### src/verilog/conv_pkg.sv
`default_nettype none

package conv_pkg;

    // **********************************************************************
    // fixed-point format and widths
    // **********************************************************************
    localparam int PIX_W    = 20;   // signed 4.16
    localparam int FRAC_W   = 16;
    localparam int ACC_W    = 40;   // full width of a 20x20 product sum
    localparam int ADDR_W   = 12;   // memory port width, fixed
    localparam int NUM_TAPS = 9;    // 3x3 window

    typedef logic signed [PIX_W-1:0] pix_t;

    // **********************************************************************
    // kernels, row major from top-left tap
    // **********************************************************************
    localparam pix_t KERNEL_W [0:1][0:NUM_TAPS-1] = '{
        '{
            20'h0A89E, 20'h092D5, 20'h06D43,
            20'h01004, 20'hF8F71, 20'hF6E54,
            20'hFA6D7, 20'hFC834, 20'hFAC19
        },
        '{
            20'hFDB55, 20'h02992, 20'hFC994,
            20'h050FD, 20'h02F20, 20'h0202D,
            20'h03BD7, 20'hFD369, 20'h05E68
        }
    };

    // kernel 1 bias is negative
    localparam pix_t KERNEL_BIAS [0:1] = '{20'h01310, 20'hF7295};

    // result memory selects
    localparam logic [2:0] SEL_NONE  = 3'd0;
    localparam logic [2:0] SEL_L0_K0 = 3'd1;   // layer 0, kernel 0 map
    localparam logic [2:0] SEL_L0_K1 = 3'd2;
    localparam logic [2:0] SEL_L1_K0 = 3'd3;   // pooled maps
    localparam logic [2:0] SEL_L1_K1 = 3'd4;

    // **********************************************************************
    // streams between blocks
    // **********************************************************************

    // one window tap, shared by both MACs
    typedef struct packed {
        pix_t       pixel;   // zero when outside the image
        logic [3:0] index;   // 0..8, selects the weight
        logic       valid;
        logic       first;   // tap 0, clears accumulator
        logic       last;    // tap 8, bias and round
    } tap_t;

    // one pooled result headed for layer 1
    typedef struct packed {
        pix_t              data;
        logic [ADDR_W-1:0] waddr;
        logic              kernel;
        logic              valid;
    } pool_t;

endpackage

`default_nettype wire

### src/verilog/window_fetch.sv
`default_nettype none

module window_fetch
    import conv_pkg::*;
#(
    parameter int IMG_BITS = 6
) (
    input  wire               clk,
    input  wire               rst,
    input  wire               fetch_en,
    input  wire               next_centre,
    input  wire pix_t         idata,
    output logic [ADDR_W-1:0] iaddr,
    output tap_t              tap,
    output logic              image_last
);

    localparam int OFF_W = IMG_BITS + 2;   // room for -1 and N
    localparam logic signed [OFF_W-1:0] OFF_M1 = '1;
    localparam logic signed [OFF_W-1:0] OFF_0  = '0;
    localparam logic signed [OFF_W-1:0] OFF_P1 = {{(OFF_W-1){1'b0}}, 1'b1};

    logic [2*IMG_BITS-1:0]   centre;    // {row, col}
    logic [3:0]              tap_cnt;
    logic                    running;   // inside an image pass
    logic [IMG_BITS-1:0]     row;
    logic [IMG_BITS-1:0]     col;
    logic signed [OFF_W-1:0] row_off;
    logic signed [OFF_W-1:0] col_off;
    logic signed [OFF_W-1:0] nrow;
    logic signed [OFF_W-1:0] ncol;
    logic                    pad;

    assign row = centre[2*IMG_BITS-1 -: IMG_BITS];
    assign col = centre[IMG_BITS-1:0];

    // neighbour offset from tap index
    always_comb begin
        case (tap_cnt)
            4'd0, 4'd1, 4'd2: row_off = OFF_M1;
            4'd3, 4'd4, 4'd5: row_off = OFF_0;
            default:          row_off = OFF_P1;
        endcase
        case (tap_cnt)
            4'd0, 4'd3, 4'd6: col_off = OFF_M1;
            4'd1, 4'd4, 4'd7: col_off = OFF_0;
            default:          col_off = OFF_P1;
        endcase
    end

    assign nrow = $signed({2'b00, row}) + row_off;
    assign ncol = $signed({2'b00, col}) + col_off;

    // -1 sets the sign bit, N sets bit IMG_BITS
    assign pad = nrow[OFF_W-1] | nrow[OFF_W-2] | ncol[OFF_W-1] | ncol[OFF_W-2];

    assign iaddr = pad ? '0 : ADDR_W'({nrow[IMG_BITS-1:0], ncol[IMG_BITS-1:0]});

    always_comb begin
        tap.pixel = (fetch_en && !pad) ? idata : '0;
        tap.index = tap_cnt;
        tap.valid = fetch_en;
        tap.first = fetch_en && (tap_cnt == 4'd0);
        tap.last  = fetch_en && (tap_cnt == 4'(NUM_TAPS - 1));
    end

    assign image_last = (centre == '1);

    always_ff @(posedge clk or posedge rst) begin
        if (rst) begin
            tap_cnt <= '0;
        end else if (next_centre) begin
            tap_cnt <= '0;
        end else if (fetch_en) begin
            tap_cnt <= (tap_cnt == 4'(NUM_TAPS - 1)) ? '0 : tap_cnt + 4'd1;
        end
    end

    // centre is held at the origin between passes
    always_ff @(posedge clk or posedge rst) begin
        if (rst) begin
            centre  <= '0;
            running <= 1'b0;
        end else begin
            if (!running)
                centre <= '0;
            else if (next_centre)
                centre <= centre + 1'b1;   // raster order

            if (next_centre && image_last)
                running <= 1'b0;
            else if (fetch_en)
                running <= 1'b1;
        end
    end

    a_iaddr_in_image: assert property (@(posedge clk) disable iff (rst)
        fetch_en |-> int'(iaddr) < (1 << (2 * IMG_BITS)));

    // centre may only move between fetch rounds
    a_advance_idle: assert property (@(posedge clk) disable iff (rst)
        next_centre |-> !fetch_en && tap_cnt == 4'd0);

endmodule

`default_nettype wire

### src/verilog/conv_mac.sv
`default_nettype none

module conv_mac
    import conv_pkg::*;
#(
    parameter int KERNEL_ID = 0
) (
    input  wire       clk,
    input  wire       rst,
    input  wire tap_t tap,
    output pix_t      result
);

    pix_t                    weight;
    pix_t                    bias;
    logic signed [ACC_W-1:0] bias_ext;
    logic signed [ACC_W-1:0] prod;
    logic signed [ACC_W-1:0] acc;
    logic signed [ACC_W-1:0] sum;

    assign weight = KERNEL_W[KERNEL_ID][tap.index];
    assign bias   = KERNEL_BIAS[KERNEL_ID];

    // bias lined up with the product binary point
    assign bias_ext = {{(ACC_W-PIX_W-FRAC_W){bias[PIX_W-1]}}, bias, {FRAC_W{1'b0}}};

    assign prod = tap.pixel * weight;   // 8.32 product

    // first tap restarts the sum, last tap folds in the bias
    assign sum = (tap.first ? '0 : acc) + prod + (tap.last ? bias_ext : '0);

    // **********************************************************************
    // accumulate one tap per cycle
    // **********************************************************************
    always_ff @(posedge clk or posedge rst) begin
        if (rst) begin
            acc    <= '0;
            result <= '0;
        end else if (tap.valid) begin
            acc <= sum;
            if (tap.last) begin
                // back to 4.16, round half up on bit 15
                result <= sum[FRAC_W +: PIX_W] + PIX_W'(sum[FRAC_W-1]);
            end
        end
    end

endmodule

`default_nettype wire

### src/verilog/max_pool.sv
`default_nettype none

module max_pool
    import conv_pkg::*;
#(
    parameter int IMG_BITS = 6
) (
    input  wire               clk,
    input  wire               rst,
    input  wire               pool_en,
    input  wire pix_t         cdata_rd,
    output logic [ADDR_W-1:0] rd_addr,
    output logic              rd_kernel,
    output pool_t             pool,
    output logic              pool_last
);

    localparam int HB = IMG_BITS - 1;   // block row/col bits

    logic [2*HB-1:0] blk_idx;    // pooled write index, {blk_row, blk_col}
    logic [2:0]      rd_cnt;     // read within the 2x2 block
    logic            wr_phase;   // result cycle after 4 reads
    logic            kern;
    pix_t            max_q;
    logic [HB-1:0]   blk_row;
    logic [HB-1:0]   blk_col;

    assign blk_row = blk_idx[2*HB-1 -: HB];
    assign blk_col = blk_idx[HB-1:0];

    // row = 2*blk_row + dy, col = 2*blk_col + dx
    assign rd_addr   = ADDR_W'({blk_row, rd_cnt[1], blk_col, rd_cnt[0]});
    assign rd_kernel = kern;

    always_comb begin
        pool.data   = max_q;
        pool.waddr  = ADDR_W'(blk_idx);
        pool.kernel = kern;
        pool.valid  = pool_en && wr_phase;
    end

    assign pool_last = pool.valid && kern && (blk_idx == '1);

    // **********************************************************************
    // block walk: 4 reads + 1 write per kernel, kernel 0 first
    // **********************************************************************
    always_ff @(posedge clk or posedge rst) begin
        if (rst) begin
            rd_cnt   <= '0;
            wr_phase <= 1'b0;
            kern     <= 1'b0;
            blk_idx  <= '0;
        end else if (!pool_en) begin
            rd_cnt   <= '0;   // next pass starts at block 0
            wr_phase <= 1'b0;
            kern     <= 1'b0;
            blk_idx  <= '0;
        end else if (wr_phase) begin
            wr_phase <= 1'b0;
            kern     <= ~kern;
            if (kern)
                blk_idx <= blk_idx + 1'b1;
        end else if (rd_cnt == 3'd3) begin
            rd_cnt   <= '0;
            wr_phase <= 1'b1;
        end else begin
            rd_cnt <= rd_cnt + 3'd1;
        end
    end

    // signed running maximum
    always_ff @(posedge clk) begin
        if (pool_en && !wr_phase) begin
            if (rd_cnt == 3'd0 || cdata_rd > max_q)
                max_q <= cdata_rd;
        end
    end

    a_rd_cnt_range: assert property (@(posedge clk) disable iff (rst)
        rd_cnt <= 3'd3);

endmodule

`default_nettype wire

### src/verilog/layer_ctrl.sv
`default_nettype none

module layer_ctrl
    import conv_pkg::*;
(
    input  wire               clk,
    input  wire               rst,
    input  wire               ready,
    input  wire tap_t         tap,
    input  wire               image_last,
    input  wire pix_t         k0_result,
    input  wire pix_t         k1_result,
    input  wire pool_t        pool,
    input  wire               pool_last,
    input  wire [ADDR_W-1:0]  rd_addr,
    input  wire               rd_kernel,
    output logic              fetch_en,
    output logic              next_centre,
    output logic              pool_en,
    output logic              busy,
    output logic              cwr,
    output logic              crd,
    output logic [ADDR_W-1:0] caddr_wr,
    output logic [ADDR_W-1:0] caddr_rd,
    output pix_t              cdata_wr,
    output logic [2:0]        csel
);

    typedef enum logic [2:0] {
        ST_IDLE,
        ST_FETCH,
        ST_WR_K0,
        ST_WR_K1,
        ST_POOL,
        ST_DONE
    } state_t;

    state_t            state;
    state_t            state_nxt;
    logic [ADDR_W-1:0] wr_addr;   // layer-0 centre index

    function automatic pix_t relu(input pix_t v);
        return v[PIX_W-1] ? '0 : v;
    endfunction

    // **********************************************************************
    // FSM
    // **********************************************************************
    always_comb begin
        state_nxt = state;
        case (state)
            ST_IDLE:  if (ready) state_nxt = ST_FETCH;
            ST_FETCH: if (tap.last) state_nxt = ST_WR_K0;
            ST_WR_K0: state_nxt = ST_WR_K1;
            ST_WR_K1: state_nxt = image_last ? ST_POOL : ST_FETCH;
            ST_POOL:  if (pool_last) state_nxt = ST_DONE;
            ST_DONE:  state_nxt = ST_IDLE;
            default:  state_nxt = ST_IDLE;
        endcase
    end

    always_ff @(posedge clk or posedge rst) begin
        if (rst) begin
            state <= ST_IDLE;
            busy  <= 1'b0;
        end else begin
            state <= state_nxt;
            busy  <= (state_nxt != ST_IDLE) && (state_nxt != ST_DONE);
        end
    end

    always_ff @(posedge clk or posedge rst) begin
        if (rst)
            wr_addr <= '0;
        else if (state == ST_IDLE)
            wr_addr <= '0;
        else if (state == ST_WR_K1)
            wr_addr <= wr_addr + 1'b1;   // both maps written
    end

    assign fetch_en    = (state == ST_FETCH);
    assign next_centre = (state == ST_WR_K1);
    assign pool_en     = (state == ST_POOL);

    // **********************************************************************
    // result memory port
    // **********************************************************************
    always_comb begin
        cwr      = 1'b0;
        crd      = 1'b0;
        csel     = SEL_NONE;
        caddr_wr = '0;
        caddr_rd = '0;
        cdata_wr = '0;
        case (state)
            ST_WR_K0: begin
                cwr      = 1'b1;
                csel     = SEL_L0_K0;
                caddr_wr = wr_addr;
                cdata_wr = relu(k0_result);
            end
            ST_WR_K1: begin
                cwr      = 1'b1;
                csel     = SEL_L0_K1;
                caddr_wr = wr_addr;
                cdata_wr = relu(k1_result);
            end
            ST_POOL: begin
                if (pool.valid) begin
                    cwr      = 1'b1;
                    csel     = pool.kernel ? SEL_L1_K1 : SEL_L1_K0;
                    caddr_wr = pool.waddr;
                    cdata_wr = pool.data;   // already non-negative
                end else begin
                    crd      = 1'b1;
                    csel     = rd_kernel ? SEL_L0_K1 : SEL_L0_K0;
                    caddr_rd = rd_addr;
                end
            end
            default: ;
        endcase
    end

    a_rd_wr_excl: assert property (@(posedge clk) disable iff (rst)
        !(cwr && crd));

    // no memory traffic outside a busy window
    a_quiet_when_idle: assert property (@(posedge clk) disable iff (rst)
        !busy |-> !cwr && !crd);

endmodule

`default_nettype wire

### src/verilog/conv_top.sv
`default_nettype none

module conv_top
    import conv_pkg::*;
#(
    parameter int IMG_BITS = 6   // log2 of image side
) (
    input  wire               clk,
    input  wire               rst,
    input  wire               ready,
    input  wire pix_t         idata,
    input  wire pix_t         cdata_rd,
    output logic              busy,
    output logic              cwr,
    output logic              crd,
    output logic [ADDR_W-1:0] iaddr,
    output logic [ADDR_W-1:0] caddr_wr,
    output logic [ADDR_W-1:0] caddr_rd,
    output pix_t              cdata_wr,
    output logic [2:0]        csel
);

    tap_t              tap;
    pix_t              k0_result;
    pix_t              k1_result;
    pool_t             pool;
    logic              fetch_en;
    logic              next_centre;
    logic              image_last;
    logic              pool_en;
    logic              pool_last;
    logic              rd_kernel;
    logic [ADDR_W-1:0] rd_addr;

    window_fetch #(
        .IMG_BITS (IMG_BITS)
    ) u_window_fetch (
        .clk         (clk),
        .rst         (rst),
        .fetch_en    (fetch_en),
        .next_centre (next_centre),
        .idata       (idata),
        .iaddr       (iaddr),
        .tap         (tap),
        .image_last  (image_last)
    );

    // both kernels see the same tap stream
    conv_mac #(
        .KERNEL_ID (0)
    ) u_mac_k0 (
        .clk    (clk),
        .rst    (rst),
        .tap    (tap),
        .result (k0_result)
    );

    conv_mac #(
        .KERNEL_ID (1)
    ) u_mac_k1 (
        .clk    (clk),
        .rst    (rst),
        .tap    (tap),
        .result (k1_result)
    );

    max_pool #(
        .IMG_BITS (IMG_BITS)
    ) u_max_pool (
        .clk       (clk),
        .rst       (rst),
        .pool_en   (pool_en),
        .cdata_rd  (cdata_rd),
        .rd_addr   (rd_addr),
        .rd_kernel (rd_kernel),
        .pool      (pool),
        .pool_last (pool_last)
    );

    layer_ctrl u_layer_ctrl (
        .clk         (clk),
        .rst         (rst),
        .ready       (ready),
        .tap         (tap),
        .image_last  (image_last),
        .k0_result   (k0_result),
        .k1_result   (k1_result),
        .pool        (pool),
        .pool_last   (pool_last),
        .rd_addr     (rd_addr),
        .rd_kernel   (rd_kernel),
        .fetch_en    (fetch_en),
        .next_centre (next_centre),
        .pool_en     (pool_en),
        .busy        (busy),
        .cwr         (cwr),
        .crd         (crd),
        .caddr_wr    (caddr_wr),
        .caddr_rd    (caddr_rd),
        .cdata_wr    (cdata_wr),
        .csel        (csel)
    );

endmodule

`default_nettype wire

### config.mk
export PLATFORM = sky130hd
export DESIGN_NAME = conv_top
export DESIGN_NICKNAME = d
export VERILOG_FILES = /design/src/verilog/conv_pkg.sv /design/src/verilog/window_fetch.sv /design/src/verilog/conv_mac.sv /design/src/verilog/max_pool.sv /design/src/verilog/layer_ctrl.sv /design/src/verilog/conv_top.sv
export SDC_FILE = /design/constraint.sdc
export NUM_CORES = 2
export LEC_CHECK = 0
export BUFFER_PORTS_ARGS = -buffer_cell sky130_fd_sc_hd__buf_2
export CORE_MARGIN = 1
export CORE_UTILIZATION = 44
export CTS_BUF_LIST = sky130_fd_sc_hd__clkbuf_4 sky130_fd_sc_hd__clkbuf_8
export DETAILED_ROUTE_END_ITERATION = 6
export GPL_TIMING_DRIVEN = 0
export PLACE_DENSITY = 0.66
export SLEW_MARGIN = 25
export SYNTH_ARGS = -nofsm -noshare
export SYNTH_HDL_FRONTEND = slang
export SYNTH_SLANG_ARGS = --single-unit
### constraint.sdc
create_clock -name clk -period 21.4 [get_ports clk]
set_input_delay 2.14 -clock clk [delete_from_list [all_inputs] [get_ports clk]]
set_output_delay 2.14 -clock clk [all_outputs]
set_load 0.02 [all_outputs]
# After elaboration in Yosys (flattened, before gate mapping)
# Memories as Yosys holds them, arrays and structs flattened.
# Index checks and enable logic that the tools add are counted.
[word_totals] out_inout_bits=62 in_bits=43 n_memories=2 rom_bits=640 reg_bits=188
[classes] bitwise=5 multipliers=2 mux=53 n_reduce_logical=27 eq_ne=20 add_sub_neg=13 order_cmp=2
[mem_list] memory="(no name shown)" depth=16 word_bits=20 rd=1 rd_ports_with_merged_regs=0 write_ports=0 line_no="conv_mac.sv:21" rtl="assign weight = KERNEL_W[KERNEL_ID][tap.index];"
[mem_list] memory="(no name shown)" depth=16 word_bits=20 rd=1 rd_ports_with_merged_regs=0 write_ports=0 line_no="conv_mac.sv:21"
[ops] cell="40-bit adder" count=4
[ops] cell="20-bit 2-to-1 mux" count=6
[ops] cell="40-bit 2-to-1 mux" count=3
[ops] cell="12-bit 2-to-1 mux" count=7
[ops] cell="20-bit by 20-bit multiplier with 40-bit output" count=2
[ops] cell="20-bit case mux with 3 select lines" count=1
[ops] cell="20-bit by 1-bit adder with 20-bit output" count=2
[ops] cell="10-bit 2-to-1 mux" count=4
[ops] cell="19-bit 2-to-1 mux" count=2
[ops] cell="8-bit case mux with 2 select lines" count=2
[ops] cell="29-bit 2-to-1 mux" count=1
[ops] cell="3-bit 2-to-1 mux" count=9
[ops] cell="12-bit by 1-bit adder with 12-bit output, second input constant" count=2
[ops] cell="12-bit case mux with 2 select lines" count=1
[ops] cell="20-bit > comparator" count=1
[ops] cell="7-bit by 8-bit adder with 8-bit output" count=2
[ops] cell="4-bit by 3-bit equality test with 1-bit output, second input constant" count=4
[ops] cell="3-bit case mux with 5 select lines" count=1
[ops] cell="12-bit equality test, second input constant" count=1
[ops] cell="4-bit 2-to-1 mux" count=3
[ops] cell="3-bit OR reduction" count=4
[ops] cell="10-bit by 1-bit adder with 10-bit output, second input constant" count=1
[ops] cell="10-bit equality test, second input constant" count=1
[ops] cell="1-bit 2-to-1 mux" count=10
[ops] cell="other kinds (27)" count=48

# Depth between registers and ports, before layout
[logic_depth] word_depth=14 mapped_depth=48 depth_no_buf=44

# By module
# Synthesis repeated with hierarchy kept, for this count alone.
[hier_totals] hier_cells=4652 hier_area_um2=42325.6
[by_module_without_submodules] mod="conv_mac at u_mac_k0" cells_per_inst=2050 n_inst=1 seq_area_each_um2=1401.3 area_per_inst_um2=18720.5
[by_module_without_submodules] mod="conv_mac at u_mac_k1" cells_per_inst=2002 n_inst=1 seq_area_each_um2=1401.3 area_per_inst_um2=18368.9
[by_module_without_submodules] mod="max_pool" cells_per_inst=191 n_inst=1 seq_area_each_um2=975.9 area_per_inst_um2=2015.7
[by_module_without_submodules] mod="window_fetch" cells_per_inst=235 n_inst=1 seq_area_each_um2=425.4 area_per_inst_um2=1749.2
[by_module_without_submodules] mod="layer_ctrl" cells_per_inst=174 n_inst=1 seq_area_each_um2=400.4 area_per_inst_um2=1471.4

# Worst setup path before layout
# Ideal clock, no wire load.
[synth_path] kind="flip-flop to flip-flop" start="register u_window_fetch.tap_cnt[0]" end="register u_mac_k1.result[19]" n_path_buf=2 path_slack_ns=9.229 arrival_time_ns=12.042 t_required_ns=21.271 stages_incl_launch_ff=36 cell_sequence="dfrtp_1 -> inv_1 -> ha_1 -> clkbuf_1 -> nor3_1 -> nor2_1 -> ha_1 -> and3_1 -> a211o_1 -> a2111oi_0 -> o211a_1 -> nand3_1 -> nor3_1 -> fa_1 -> fa_1 -> inv_1 -> fa_1 -> inv_1 -> fa_1 -> fa_1 -> fa_1 -> inv_1 -> fa_1 -> inv_1 -> ha_1 -> clkbuf_1 -> and2_1 -> and3_1 -> nor2_1 -> mux2_2 -> a311oi_1 -> o311ai_0 -> or4_4 -> a2111oi_4 -> xor2_1 -> o21ai_1"
[synth_between] elab_chain_len=14
[synth_lines] item="start, declared" line_no="window_fetch.sv:24" rtl="logic [3:0] tap_cnt;"
[synth_lines] item="start signal, assigned" line_no="window_fetch.sv:75" rtl="tap_cnt <= (tap_cnt == 4'(NUM_TAPS - 1)) ? '0 : tap_cnt + 4'd1;"
[synth_lines] item="4-bit by 3-bit equality test with 1-bit output (tied with other cells)" line_no="window_fetch.sv:39" rtl="case (tap_cnt)"
[synth_lines] item="3-bit OR reduction" line_no="window_fetch.sv:39"
[synth_lines] item="8-bit case mux with 2 select lines" line_no="window_fetch.sv:39"
[synth_lines] item="7-bit by 8-bit adder with 8-bit output" line_no="window_fetch.sv:51" rtl="assign nrow = $signed({2'b00, row}) + row_off;"
[synth_lines] item="1-bit OR (3 in series)" line_no="window_fetch.sv:55" rtl="assign pad = nrow[OFF_W-1] | nrow[OFF_W-2] | ncol[OFF_W-1] | ncol[OFF_W-2];"
[synth_lines] item="1-bit zero test" line_no="window_fetch.sv:60" rtl="tap.pixel = (fetch_en && !pad) ? idata : '0;"
[synth_lines] item="1-bit logical AND" line_no="window_fetch.sv:60"
[synth_lines] item="20-bit 2-to-1 mux" line_no="window_fetch.sv:60"
[synth_lines] item="20-bit by 20-bit multiplier with 40-bit output" line_no="conv_mac.sv:27" rtl="assign prod = tap.pixel * weight;"
[synth_lines] item="40-bit adder (2 in series)" line_no="conv_mac.sv:30" rtl="assign sum = (tap.first ? '0 : acc) + prod + (tap.last ? bias_ext : '0);"
[synth_lines] item="20-bit by 1-bit adder with 20-bit output" line_no="conv_mac.sv:43" rtl="result <= sum[FRAC_W +: PIX_W] + PIX_W'(sum[FRAC_W-1]);"
[synth_lines] item="end signal, assigned" line_no="conv_mac.sv:43"
[synth_lines] item="end, declared" line_no="conv_mac.sv:11" rtl="output pix_t result"
# Several ways; a longest one is shown, not always the timed one. The select of a mux whose other input is x is not followed.
# A chain may end at the register's enable or synchronous reset.

# Worst setup path after layout
[layout_path] start="register u_window_fetch.tap_cnt[0]" end="register u_mac_k1.result[18]"
[layout_between] elab_chain_len=14
[layout_lines] item="4-bit by 3-bit equality test with 1-bit output (tied with other cells)" line_no="window_fetch.sv:39"
[layout_lines] item="3-bit OR reduction" line_no="window_fetch.sv:39"
[layout_lines] item="8-bit case mux with 2 select lines" line_no="window_fetch.sv:39"
[layout_lines] item="7-bit by 8-bit adder with 8-bit output" line_no="window_fetch.sv:51"
[layout_lines] item="1-bit OR (3 in series)" line_no="window_fetch.sv:55"
[layout_lines] item="1-bit zero test" line_no="window_fetch.sv:60"
[layout_lines] item="1-bit logical AND" line_no="window_fetch.sv:60"
[layout_lines] item="20-bit 2-to-1 mux" line_no="window_fetch.sv:60"
[layout_lines] item="20-bit by 20-bit multiplier with 40-bit output" line_no="conv_mac.sv:27"
[layout_lines] item="40-bit adder" line_no="conv_mac.sv:30"
[layout_lines] item="40-bit adder *" line_no="conv_mac.sv:30"
[layout_lines] item="named net u_mac_k1.sum[17]" line_no="conv_mac.sv:19" rtl="logic signed [ACC_W-1:0] sum;"
[layout_lines] item="20-bit by 1-bit adder with 20-bit output *" line_no="conv_mac.sv:43"
# The timed path passes the listed nets; every way through them passes the cells marked *. The select of a mux whose other input is x is not followed.

==> flow_summary.json <==
{
  "avgSynthCellArea_um2": 8.74,
  "synth_ff_type": "dfrtp_1",
  "cts_sinks": 180,
  "skew_ns": 0.0433,
  "worstSkewPairLatency_ns": 0.63,
  "min-delay-start": "u_mac_k0.acc[0]",
  "synth_top_cell_area_share": 0.422,
  "yosys.area.top_type": "fa_1",
  "htree_levels": 4,
  "worstRegToRegCells": 44,
  "placed_cells": 5942,
  "clk_pin_slew_ns": 0.14,
  "crit_path_end_kind": "flip-flop",
  "drive_above_1_share": 0.0432,
  "grt_use_total": 0.308,
  "rows": 111,
  "grt_pass1_vias": 34300,
  "rsz0062_at_grt": "false",
  "rr_startpoint": "u_window_fetch.tap_cnt[0]",
  "syn_inst": 4644,
  "drt_iter0_markers": 3067,
  "die_h_um": 306,
  "die_w_um": 306,
  "viasPerCell": 5.50,
  "finalNetCount": 5948,
  "critPathLaunchType": "flip-flop",
  "antenna_found_initial": 8,
  "clockBufferDepth": 2,
  "worstReg2RegEnd": "u_mac_k1.result[18]",
  "cp.arrival_ns": 16.08,
  "hold_viol": 0,
  "synth_cell_types": 78,
  "period_share": 0.729,
  "ys_seq_elements": 180,
  "crit_path_frequent_cell": "inv_1",
  "status": "finished clean",
  "numPortBuffers": 103,
  "dp_hpwl_um": 115000,
  "synth_area_leaders": "fa_1, dfrtp_1, inv_1, ha_1, nand2_1",
  "ant_nets": 0,
  "core_area_um2": 91500,
  "route.vias.total": 32900,
  "slew_viol_final": 0,
  "cpPeakStageDelay_ns": 0.77,
  "r2r_slack_ns": 5.80,
  "netlist_area_um2": 40600,
  "mostFrequentLayoutCells": "inv_1, fa_1, nand2_1",
  "hold_buffers": 0,
  "grt.overflow.total": 0,
  "grt_pass1_wl_um": 211000,
  "stdcell_count": 5980,
  "drc": 0,
  "wirelength_um": 139000,
  "final_common_cell": "inv_1",
  "wire_per_inst_um": 23.2,
  "ys_seq_area_frac": 0.113,
  "postCtsSetupRepairBufs": 0,
  "root_buffer": "clkbuf_8",
  "drtPass1Iterations": 6,
  "stdcell_area_um2": 43200,
  "whs_path_depth": 2,
  "placed_area_um2": 42800,
  "cp_top_family": "adder cells",
  "hold_end": "u_mac_k0.acc[0]",
  "initial_core_util": 0.443,
  "ys.warnings.count": 0,
  "drv_cap": 0,
  "worst_pin_slew_ns": 1.20,
  "numCtsBuffers": 17,
  "async_flop_share": 0.889,
  "fin_tns_setup_ns": 0,
  "cts_tree": "yes",
  "place_congestion": 1.06,
  "ctsResizeCount": 0,
  "syn2layout_area_growth_pct": 6.60,
  "fin_crit_ns": 15.60,
  "synth_fp_nets": 5816,
  "setup_viol": 0,
  "critPathBufInv": 12,
  "crit_fanout": 11,
  "path_class": "flip-flop to flip-flop",
  "nFillCells": 8991,
  "max_freq_ghz": 0.0641,
  "hold_path_class": "flip-flop to flip-flop",
  "dieArea_um2": 93400,
  "slowest_stage": "nor2_1",
  "io-pin-count": 105,
  "grt_start_max_net_pins": 82,
  "synth-edff-count": 20,
  "path_depth": 44,
  "cp.required_ns": 21.88,
  "slew_headroom": 0.198
}
==> worst register-to-register path, delay by kind of cell, from the launching register on <==
| kind | cells | cell delay, ns |
|---|---|---|
| adders and majority gates | 12 | 4.97 |
| buffers and inverters | 12 | 2.57 |
| and+or+nand+nor | 10 | 4.42 |
| AOI/OAI and AO/OA | 8 | 2.35 |
| xor gates and xnor gates | 2 | 0.66 |
| DFF | 1 | 0.49 |
==> synthesized netlist by cell type (7+ instances only) <==
cell and number:
inv_1 1050, fa_1 855, nand2_1 716, nor2_1 413
ha_1 274, clkbuf_1 183, dfrtp_1 160, o21ai_0 147
a21oi_1 102, xnor2_1 101, and2_1 80, xor2_1 51
nand3_1 46, nor3_1 38, a21o_1 35, and3_1 35
nand4_1 28, or3_1 26, a22oi_1 20, edfxtp_1 20
nor2b_1 17, o21a_1 16, o211ai_1 15, a211oi_1 14
nand2b_1 14, a22o_1 11, nor3b_1 11, nor4_1 11
o21bai_1 11, or2_2 11, a2111oi_0 9, a211o_1 8
buf_1 8, mux2i_1 8, a311oi_1 7, a31oi_1 7
==> flip-flops by register name (all words and copies together) (netlist names) <==
signal	cells
u_max_pool.blk_idx	10
u_layer_ctrl.busy	1
u_window_fetch.centre	12
u_max_pool.max_q	20
u_mac_k1.result	20
u_layer_ctrl.wr_addr	12
u_max_pool.rd_cnt	3
u_max_pool.rd_kernel	1
u_max_pool.wr_phase	1
u_mac_k0.result	20
u_mac_k1.acc	36
u_window_fetch.running	1
u_window_fetch.tap_cnt	4
u_mac_k0.acc	36
u_layer_ctrl.state	3
==> cell type report <==
class                   count  area, µm²  share of cell area
inverters                1050       3950              0.0913
repair buffers            113        624              0.0144
flip-flops and latches    180       4600               0.106
multi-input cells        3223      31400               0.726
diodes                      5       12.5            0.000289
clock buffers              18        241             0.00558
well taps                1186       1480              0.0343
clock inverters            14        190             0.00440
plain buffers             191        739              0.0171
==> kinds of logic (layout without fill, tap and decap cells) <==
family | count (synthesis) | after routing | share of synthesized area
fa+ha+maj | 1130 | 1130 | 0.507
buf+inv | 1241 | 1386 | 0.115
mux | 11 | 11 | 0.00281
xor+xnor | 154 | 154 | 0.0339
simple gates | 1465 | 1465 | 0.155
flops | 180 | 180 | 0.113
other cells | 0 | 5 | 0
compound gates | 463 | 463 | 0.0731
==> layer usage <==
layer | wire length, µm | global-route usage
met5 | 62 | 0
met2 | 61500 | 0.472
met3 | 14600 | 0.0760
met1 | 56200 | 0.418
met4 | 6340 | 0.123
==> metrics by stage <==
| stage | util | hold WS (ns) | worst slack [ns] |
|---|---|---|---|
| 2_1_floorplan | - | 0.437 | 9.23 |
| 3_3_place_gp | 0.465 | 0.450 | 4.83 |
| 3_5_place_dp | 0.467 | 0.459 | 5.91 |
| 4_1_cts | 0.472 | 0.486 | 5.86 |
| 5_1_grt | 0.472 | 0.503 | 5.40 |
| 6_report | 0.473 | 0.485 | 5.80 |
==> worst max-delay path by stage <==
stage                                         start             endpoint
final                     u_window_fetch.tap_cnt[0]  u_mac_k1.result[18]
after global routing      u_window_fetch.tap_cnt[0]  u_mac_k1.result[18]
after CTS                 u_window_fetch.tap_cnt[0]  u_mac_k1.result[18]
after detailed placement  u_window_fetch.tap_cnt[0]  u_mac_k1.result[18]
after global placement    u_window_fetch.tap_cnt[0]  u_mac_k1.result[18]
after floorplan           u_window_fetch.tap_cnt[0]  u_mac_k1.result[19]
Power is left out: the tool's default activity adds up to more than one toggle a clock period on the data nets, which glitch-free logic cannot reach.
